[src/can_msg_pkg.sv]
// CAN message byte and 76-bit message types
// register word indexes and AXI response codes
package can_msg_pkg;

  // one byte register of the buffer
  typedef logic [7:0] msg_byte_t;

  // nine full bytes, then the low nibble of b9
  typedef struct packed {
    msg_byte_t  b0;
    msg_byte_t  b1;
    msg_byte_t  b2;
    msg_byte_t  b3;
    msg_byte_t  b4;
    msg_byte_t  b5;
    msg_byte_t  b6;
    msg_byte_t  b7;
    msg_byte_t  b8;
    logic [3:0] tail;
  } can_msg_t;

  localparam int NUM_BYTES = 10;    // b0 to b9

  // word index, taken from address bits 6:2
  localparam logic [4:0] IDX_FIRST  = 5'd2;    // b0
  localparam logic [4:0] IDX_LAST   = 5'd11;   // b9
  localparam logic [4:0] IDX_COMMIT = 5'd12;
  localparam logic [4:0] IDX_STATUS = 5'd13;   // bit 0 is commit waiting

  // AXI write and read response codes
  localparam logic [1:0] RESP_OKAY   = 2'b00;
  localparam logic [1:0] RESP_SLVERR = 2'b10;

endpackage

[src/elink_pkg.sv]
// elink word type and control characters
// transmit frame and its length in words
package elink_pkg;

  typedef struct packed {
    logic       k;       // control character flag
    logic [7:0] data;
  } elink_word_t;

  localparam elink_word_t K_SOP = '{k: 1'b1, data: 8'h3C};
  localparam elink_word_t K_EOP = '{k: 1'b1, data: 8'hDC};

  typedef struct packed {
    can_msg_pkg::can_msg_t msg;
    logic [7:0]            csum;   // sum of the ten sent bytes, mod 256
  } elink_frame_t;

  // SOP, ten data bytes, checksum, EOP
  localparam int FRAME_WORDS = 13;

endpackage

[src/stream_if.sv]
// valid/ready stream with a typed payload
interface stream_if #(
  parameter type payload_t = logic
);

  logic     valid;
  logic     ready;
  payload_t payload;

  // producer side, holds valid and payload until the transfer
  modport source (
    output valid,
    output payload,
    input  ready
  );

  modport sink (
    input  valid,
    input  payload,
    output ready
  );

endinterface

[src/axil_msg_capture.sv]
// AXI4-Lite slave with the ten byte message buffer
// readback, status, and commit of the message into the stream
module axil_msg_capture (
  input  logic        clk,
  input  logic        rst,
  input  logic [31:0] awaddr,
  input  logic        awvalid,
  output logic        awready,
  input  logic [31:0] wdata,
  input  logic [3:0]  wstrb,
  input  logic        wvalid,
  output logic        wready,
  output logic [1:0]  bresp,
  output logic        bvalid,
  input  logic        bready,
  input  logic [31:0] araddr,
  input  logic        arvalid,
  output logic        arready,
  output logic [31:0] rdata,
  output logic [1:0]  rresp,
  output logic        rvalid,
  input  logic        rready,
  stream_if.source    msg_s
);
  import can_msg_pkg::*;

  msg_byte_t  regs [NUM_BYTES];
  logic [4:0] w_idx;
  logic [4:0] r_idx;
  logic [4:0] w_off;
  logic [4:0] r_off;
  logic       w_hs;
  logic       ar_hs;
  logic       commit_done;

  assign w_idx = awaddr[6:2];
  assign r_idx = araddr[6:2];
  assign w_off = w_idx - IDX_FIRST;   // byte number within the buffer
  assign r_off = r_idx - IDX_FIRST;

  assign w_hs        = awready && awvalid && wvalid;
  assign ar_hs       = arready && arvalid;
  assign commit_done = msg_s.valid && msg_s.ready;

  assign wready = awready;   // address and data taken together

  // no writes are accepted while a commit waits, so the buffer
  // itself serves as the stream payload
  assign msg_s.payload = '{
    b0:   regs[0],
    b1:   regs[1],
    b2:   regs[2],
    b3:   regs[3],
    b4:   regs[4],
    b5:   regs[5],
    b6:   regs[6],
    b7:   regs[7],
    b8:   regs[8],
    tail: regs[9][3:0]
  };

  // write channel, byte registers and commit
  always_ff @(posedge clk)
  begin
    if (!rst)
    begin
      awready     <= 1'b0;
      bvalid      <= 1'b0;
      bresp       <= RESP_OKAY;
      msg_s.valid <= 1'b0;
      for (int i = 0; i < NUM_BYTES; i++)
        regs[i] <= '0;
    end
    else
    begin
      // one cycle pulse, only when nothing is pending
      awready <= awvalid && wvalid && !awready && !bvalid && !msg_s.valid;

      if (bvalid && bready)
        bvalid <= 1'b0;

      if (w_hs)
      begin
        if (w_idx >= IDX_FIRST && w_idx <= IDX_LAST)
        begin
          if (wstrb[0])
            regs[w_off[3:0]] <= wdata[7:0];
          bvalid <= 1'b1;
          bresp  <= RESP_OKAY;
        end
        else if (w_idx == IDX_COMMIT)
        begin
          msg_s.valid <= 1'b1;   // response waits for the packer
        end
        else if (w_idx == IDX_STATUS)
        begin
          bvalid <= 1'b1;        // read only, write ignored
          bresp  <= RESP_OKAY;
        end
        else
        begin
          // undefined index wipes the whole buffer
          for (int i = 0; i < NUM_BYTES; i++)
            regs[i] <= '0;
          bvalid <= 1'b1;
          bresp  <= RESP_SLVERR;
        end
      end

      if (commit_done)
      begin
        msg_s.valid <= 1'b0;
        bvalid      <= 1'b1;
        bresp       <= RESP_OKAY;
      end
    end
  end

  // read channel handshake
  always_ff @(posedge clk)
  begin
    if (!rst)
    begin
      arready <= 1'b0;
      rvalid  <= 1'b0;
    end
    else
    begin
      arready <= arvalid && !arready && !rvalid;
      if (rvalid && rready)
        rvalid <= 1'b0;
      if (ar_hs)
        rvalid <= 1'b1;
    end
  end

  // read data
  always_ff @(posedge clk)
  begin
    if (ar_hs)
    begin
      if (r_idx >= IDX_FIRST && r_idx <= IDX_LAST)
      begin
        rdata <= {24'h0, regs[r_off[3:0]]};
        rresp <= RESP_OKAY;
      end
      else if (r_idx == IDX_STATUS)
      begin
        rdata <= {31'h0, msg_s.valid};   // commit waiting
        rresp <= RESP_OKAY;
      end
      else
      begin
        rdata <= '0;
        rresp <= RESP_SLVERR;
      end
    end
  end

  // host keeps seeing the same response until it takes it
  a_b_hold: assert property (@(posedge clk) disable iff (!rst)
    bvalid && !bready |=> bvalid && $stable(bresp));

  // committed message stays put until the packer takes it
  a_msg_hold: assert property (@(posedge clk) disable iff (!rst)
    msg_s.valid && !msg_s.ready |=> msg_s.valid && $stable(msg_s.payload));

endmodule

[src/elink_serializer.sv]
// sends one frame as SOP, ten data bytes, checksum and EOP
// on an 8-bit elink word stream with k flag
module elink_serializer (
  input  logic                   clk,
  input  logic                   rst,
  stream_if.sink                 frame_s,
  output elink_pkg::elink_word_t elink_data,
  output logic                   elink_valid,
  input  logic                   elink_ready
);
  import elink_pkg::*;

  localparam logic [3:0] LAST_WORD = 4'(FRAME_WORDS - 1);

  elink_frame_t cur;            // frame on the wire
  logic [7:0]   body [11];      // data bytes then checksum
  logic [3:0]   word_cnt;
  logic [3:0]   body_idx;
  logic         busy;
  logic         word_hs;
  logic         take;

  assign word_hs  = busy && elink_ready;
  assign body_idx = word_cnt - 4'd1;

  // next frame may load in the cycle EOP goes out
  assign frame_s.ready = !busy || (elink_ready && word_cnt == LAST_WORD);
  assign take          = frame_s.valid && frame_s.ready;
  assign elink_valid   = busy;

  always_comb
  begin
    body[0]  = cur.msg.b0;
    body[1]  = cur.msg.b1;
    body[2]  = cur.msg.b2;
    body[3]  = cur.msg.b3;
    body[4]  = cur.msg.b4;
    body[5]  = cur.msg.b5;
    body[6]  = cur.msg.b6;
    body[7]  = cur.msg.b7;
    body[8]  = cur.msg.b8;
    body[9]  = {4'h0, cur.msg.tail};   // tenth byte, nibble only
    body[10] = cur.csum;
  end

  // word select
  always_comb
  begin
    if (word_cnt == 4'd0)
      elink_data = K_SOP;
    else if (word_cnt == LAST_WORD)
      elink_data = K_EOP;
    else
    begin
      elink_data.k    = 1'b0;
      elink_data.data = body[body_idx];
    end
  end

  always_ff @(posedge clk)
  begin
    if (take)
      cur <= frame_s.payload;
  end

  always_ff @(posedge clk)
  begin
    if (!rst)
    begin
      busy     <= 1'b0;
      word_cnt <= '0;
    end
    else
    begin
      if (take)
      begin
        busy     <= 1'b1;
        word_cnt <= '0;   // SOP on the next cycle
      end
      else if (word_hs)
      begin
        if (word_cnt == LAST_WORD)
          busy <= 1'b0;
        else
          word_cnt <= word_cnt + 4'd1;
      end
    end
  end

  // stalled word must not change under the receiver
  a_word_hold: assert property (@(posedge clk) disable iff (!rst)
    elink_valid && !elink_ready |=> elink_valid && $stable(elink_data));

endmodule

[src/frame_packer.sv]
// circular message queue between capture and serializer
// checksum is added as each message is pushed
module frame_packer #(
  parameter int QUEUE_DEPTH = 2
) (
  input  logic     clk,
  input  logic     rst,
  stream_if.sink   msg_s,
  stream_if.source frame_s
);
  import can_msg_pkg::*;
  import elink_pkg::*;

  localparam int PTR_W = (QUEUE_DEPTH > 1) ? $clog2(QUEUE_DEPTH) : 1;
  localparam int CNT_W = $clog2(QUEUE_DEPTH + 1);
  localparam logic [PTR_W-1:0] LAST_PTR = PTR_W'(QUEUE_DEPTH - 1);
  localparam logic [CNT_W-1:0] FULL_CNT = CNT_W'(QUEUE_DEPTH);

  elink_frame_t     queue [QUEUE_DEPTH];
  logic [PTR_W-1:0] wr_ptr;
  logic [PTR_W-1:0] rd_ptr;
  logic [CNT_W-1:0] count;     // frames held
  logic             push;
  logic             pop;

  // sum of the ten sent bytes, tail nibble with upper nibble zero
  function automatic logic [7:0] msg_checksum(can_msg_t m);
    logic [7:0] sum;
    sum = m.b0 + m.b1 + m.b2 + m.b3 + m.b4 + m.b5 + m.b6 + m.b7 + m.b8;
    sum = sum + {4'h0, m.tail};
    return sum;
  endfunction

  assign push = msg_s.valid && msg_s.ready;
  assign pop  = frame_s.valid && frame_s.ready;

  assign msg_s.ready     = (count != FULL_CNT);
  assign frame_s.valid   = (count != '0);
  assign frame_s.payload = queue[rd_ptr];   // head of queue

  always_ff @(posedge clk)
  begin
    if (push)
      queue[wr_ptr] <= '{msg: msg_s.payload, csum: msg_checksum(msg_s.payload)};
  end

  always_ff @(posedge clk)
  begin
    if (!rst)
    begin
      wr_ptr <= '0;
      rd_ptr <= '0;
      count  <= '0;
    end
    else
    begin
      if (push)
        wr_ptr <= (wr_ptr == LAST_PTR) ? '0 : wr_ptr + 1'b1;
      if (pop)
        rd_ptr <= (rd_ptr == LAST_PTR) ? '0 : rd_ptr + 1'b1;

      if (push && !pop)
        count <= count + 1'b1;
      else if (pop && !push)
        count <= count - 1'b1;
    end
  end

  // when full the write pointer has caught up with the head,
  // so a push here would overwrite an unsent frame
  a_no_overflow: assert property (@(posedge clk) disable iff (!rst)
    count == FULL_CNT |-> wr_ptr == rd_ptr && !push);

endmodule

[src/tra_elink_top.sv]
// transmit side of the CAN to elink bridge
// AXI4-Lite capture, frame packer and elink serializer in a chain
module tra_elink_top #(
  parameter int QUEUE_DEPTH = 2
) (
  input  logic                   clk,
  input  logic                   rst,
  input  logic [31:0]            awaddr,
  input  logic                   awvalid,
  output logic                   awready,
  input  logic [31:0]            wdata,
  input  logic [3:0]             wstrb,
  input  logic                   wvalid,
  output logic                   wready,
  output logic [1:0]             bresp,
  output logic                   bvalid,
  input  logic                   bready,
  input  logic [31:0]            araddr,
  input  logic                   arvalid,
  output logic                   arready,
  output logic [31:0]            rdata,
  output logic [1:0]             rresp,
  output logic                   rvalid,
  input  logic                   rready,
  output elink_pkg::elink_word_t elink_data,
  output logic                   elink_valid,
  input  logic                   elink_ready
);
  import can_msg_pkg::*;
  import elink_pkg::*;

  stream_if #(.payload_t(can_msg_t))     msg_s ();     // capture to packer
  stream_if #(.payload_t(elink_frame_t)) frame_s ();   // packer to serializer

  axil_msg_capture u_capture (
    .clk     (clk),
    .rst     (rst),
    .awaddr  (awaddr),
    .awvalid (awvalid),
    .awready (awready),
    .wdata   (wdata),
    .wstrb   (wstrb),
    .wvalid  (wvalid),
    .wready  (wready),
    .bresp   (bresp),
    .bvalid  (bvalid),
    .bready  (bready),
    .araddr  (araddr),
    .arvalid (arvalid),
    .arready (arready),
    .rdata   (rdata),
    .rresp   (rresp),
    .rvalid  (rvalid),
    .rready  (rready),
    .msg_s   (msg_s.source)
  );

  frame_packer #(
    .QUEUE_DEPTH (QUEUE_DEPTH)
  ) u_packer (
    .clk     (clk),
    .rst     (rst),
    .msg_s   (msg_s.sink),
    .frame_s (frame_s.source)
  );

  elink_serializer u_serializer (
    .clk         (clk),
    .rst         (rst),
    .frame_s     (frame_s.sink),
    .elink_data  (elink_data),
    .elink_valid (elink_valid),
    .elink_ready (elink_ready)
  );

endmodule
[config.mk]
export PLATFORM = sky130hd
export DESIGN_NAME = tra_elink_top
export DESIGN_NICKNAME = d
export VERILOG_FILES = /design/src/can_msg_pkg.sv /design/src/elink_pkg.sv /design/src/stream_if.sv /design/src/axil_msg_capture.sv /design/src/elink_serializer.sv /design/src/frame_packer.sv /design/src/tra_elink_top.sv
export SDC_FILE = /design/constraint.sdc
export NUM_CORES = 1
export LEC_CHECK = 0
export ABC_AREA = 0
export BUFFER_PORTS_ARGS = -buffer_cell sky130_fd_sc_hd__buf_2
export CORE_UTILIZATION = 38
export DETAILED_ROUTE_END_ITERATION = 10
export PLACE_DENSITY = 0.52
export SLEW_MARGIN = 20
export SYNTH_ARGS = -nofsm -noshare
export SYNTH_HDL_FRONTEND = slang
export SYNTH_HIERARCHICAL = 1
export SYNTH_SLANG_ARGS = --single-unit
[constraint.sdc]
create_clock -name clk -period 10.2 [get_ports clk]
set_input_delay 2.04 -clock clk [delete_from_list [all_inputs] [get_ports clk]]
set_output_delay 2.04 -clock clk [all_outputs]
set_load 0.01 [all_outputs]
==> results.sh <==
export IMPL_insertion_delay_ns=0.57
export IMPL_placed_cells=1673
export IMPL_clock_sinks=405
export IMPL_fmax_mhz=170
export IMPL_drcViolationCount=2
export IMPL_grt_met2_usage_pct=26.1
export IMPL_crit_end="elink_data[3]"
export IMPL_top_usage_layer="met2"
export IMPL_reg2reg_depth=16
export IMPL_viasPerCell=4.90
export IMPL_overflow=0
export IMPL_use_met1_pct=22.8
export IMPL_dr_pass1_iters=7
export IMPL_max_stage_delay_ns=0.78
export IMPL_cts_tree="done"
export IMPL_die_area_sq_um=48500
export IMPL_dp_hpwl_mm=26.2
export IMPL_setup_worst_path_start="u_serializer/word_cnt[0]"
export IMPL_instances_no_fill=1757
export IMPL_clock_root_buffer="clkbuf_16"
export IMPL_fin_skew_ns=0.0237
export IMPL_finalCritPeriodShare_pct=57.6
export IMPL_synthArstFlopShare_pct=0
export IMPL_worstHoldPathType="flip-flop to flip-flop"
export IMPL_crit_path_end_kind="output port"
export IMPL_cts_buffers=45
export IMPL_cp_start_kind="flip-flop"
export IMPL_path_class="flip-flop to output port"
export IMPL_start_util_pct=38.7
export IMPL_vias=8607
export IMPL_powerDensity_nw_per_um2=229
export IMPL_die_x_um=220
export IMPL_cts_repair_resized=0
export IMPL_place_congestion=0.737
export IMPL_ys_types=60
export IMPL_p_leak_uw=0.00711
export IMPL_ys_seq_area_share_pct=66.3
export IMPL_wl_mm=38.1
export IMPL_grt_usage_pct=16.2
export IMPL_syn_to_final_growth_pct=12.4
export IMPL_drive_gt1_share_pct=24.2
export IMPL_synthCells=1042
export IMPL_avgSynthCellArea_sq_um=17.4
export IMPL_run_status="finished, violations left"
export IMPL_placementRows=79
export IMPL_cts_buffer_depth=3
export IMPL_relSlewSlack_pct=28.2
export IMPL_cp_required_ns=8.16
export IMPL_yosys_warnings=6
export IMPL_r2r_end="u_packer/queue[0][7]"
export IMPL_crit_chain="buf_4, inv_2, ha_1, buf_4, nor2b_1, o2bb2ai_1, mux2i_1, o211ai_1, buf_2"
export IMPL_die_h_um=220
export IMPL_clkTransAtPathRegs_ns=0.06
export IMPL_fin_nets=1290
export IMPL_port_buffers=51
export IMPL_fp_coreArea_sq_um=46800
export IMPL_yosys_register_bits=405
export IMPL_synth_flop_cell="edfxtp_1"
export IMPL_hold_viol_final=0
export IMPL_rrSetupSlack_ns=5.62
export IMPL_first_iter_violations=597
export IMPL_maxSlewViolCount=0
export IMPL_min_period_ns=5.87
export IMPL_final_util_pct=43.5
export IMPL_critPathMostFrequentCell="buf_4"
export IMPL_layout_common_cells="edfxtp_1 (389), and2_1 (88), mux2_2 (87)"
export IMPL_rr_startpoint="u_capture/regs[9][2]"
export IMPL_synth_edf_count=389
export IMPL_grtUsageMet3_pct=2.24
export IMPL_ctsHtreeMaxLevel=2
export IMPL_postCtsSetupBuffers=0
export IMPL_wl_per_cell_um=21.7
export IMPL_ir_drop_mv=0.127
export IMPL_slowest_stage="ha_1"
export IMPL_violations="design-rule violations"
export IMPL_synth_area_sq_um=18100
export IMPL_antenna_found_initial=0
export IMPL_holdBufCountCts=0
export IMPL_finalSetupViolations=0
export IMPL_worstPathMaxFanout=20
export IMPL_ioPinCount=159
export IMPL_first_global_vias=8989
export IMPL_fin_setup_tns_ns=0
export IMPL_rsz0062_at_grt="false"
export IMPL_worst_slew_pin_slew_ns=1.07
export IMPL_drv_cap=0
export IMPL_final_area_sq_um=20400
export IMPL_grt_pass1_wl_mm=56.8
export IMPL_ant_nets=0
export IMPL_grt_max_degree=66
export IMPL_final_common_cell="edfxtp_1"
export IMPL_place_area_sq_um=18900
export IMPL_worstPathArrival_ns=3.83
metrics by stage:
stage | setup WS [ns] | total power (uW) | hold slack [ns]
final | 4.33 | 4660 | 0.442
after global routing | 4.03 | 4880 | 0.476
after CTS | 4.11 | 4730 | 0.445
after detailed placement | 4.72 | 3120 | 0.436
after global placement | 4.73 | 3110 | 0.422
after floorplan | 5.53 | 2850 | 0.460
critical path, delay by kind of cell, from the launching register on:
kind	cells	cell delay (ns)
buffers and inverters	4	1.22
adders and majority gates	1	0.78
and+or+nand+nor	1	0.49
AOI/OAI and AO/OA	2	0.39
DFF	1	0.31
muxes	1	0.08
kinds of logic (layout without fill, tap and decap cells):
logic type	Yosys count	in the layout	share of synthesized area, %
and+or+nand+nor	205	205	6.83
AOI/OAI and AO/OA	48	48	1.82
adders and majority gates	69	69	6.72
DFF	405	405	66.3
buffers and inverters	125	207	3.56
other	1	27	0.0207
muxes	157	157	13.0
xor gates and xnor gates	32	32	1.71
how the worst min path moves through the flow:
stage	endpoint	slack, ns	from	cells after the start
CTS	u_capture/arready	0.44	u_capture/arready	1
detailed placement	u_capture/arready	0.44	u_capture/arready	1
global route	u_capture/arready	0.48	u_capture/arready	1
global placement	u_capture/arready	0.42	u_capture/arready	1
floorplan	u_packer/queue[0][22]	0.46	u_capture/regs[7][2]	0
finish	u_capture/arready	0.44	u_capture/arready	1
cell type report:
type | count | area, sq um
clock buffer | 58 | 1240
sequential | 405 | 12000
inverter | 65 | 244
timing repair buffer | 59 | 315
multi-input combinational | 537 | 5560
fill | 4111 | 26400
clock inverter | 25 | 225
antenna | 1 | 2.50
tap | 607 | 759
flip-flops by register name, indices dropped and copies added, names as in the netlist, named ones only:
register / flops
u_packer/rd_ptr: 1
u_capture/rvalid: 1
u_serializer/elink_valid: 1
u_capture/regs: 128
u_capture/msg_s.valid: 1
u_capture/awready: 1
u_serializer/body: 84
u_packer/queue: 168
u_packer/wr_ptr: 1
u_capture/rresp: 1
u_capture/bvalid: 1
u_serializer/word_cnt: 4
u_capture/bresp: 1
u_capture/rdata: 8
u_packer/count: 2
u_capture/arready: 1
synthesized netlist by cell type (all sizes together) (6+ instances only):
cell     number  area (sq um)
edfxtp      389         11700
and2         89           557
mux2         88           995
inv          65           244
buf          53           374
mux4         52          1190
fa           47           941
xnor2        24           218
ha           22           275
nand2        22          82.6
nor2         18          67.6
mux2i        17           170
dfxtp        16           320
nand3b       12          90.1
a21oi        11          55.1
nand3        11          55.1
nor2b        11          68.8
nor3         11          85.1
clkbuf        7          26.3
o21ai         7          35.0
o2bb2ai       7          61.3
xor2          7          68.8
and3          6          37.5
nand2b        6          37.5
routing by layer:
metal | vias up | part of all wire (%)
li1 | 4009 | -
met4 | 0 | 2.0
met2 | 147 | 47
met1 | 4399 | 48
met5 | - | 0
met3 | 52 | 3.4
report_power, final:
part           internal [uW]  switching [uW]  total [uW]  leakage, uW
clock network            956             644        1600     0.000721
logic                    394             508         901      0.00261
registers               2080            77.3        2160      0.00378
total                   3430            1230        4660      0.00711
(Power assumes the default switching activity.)
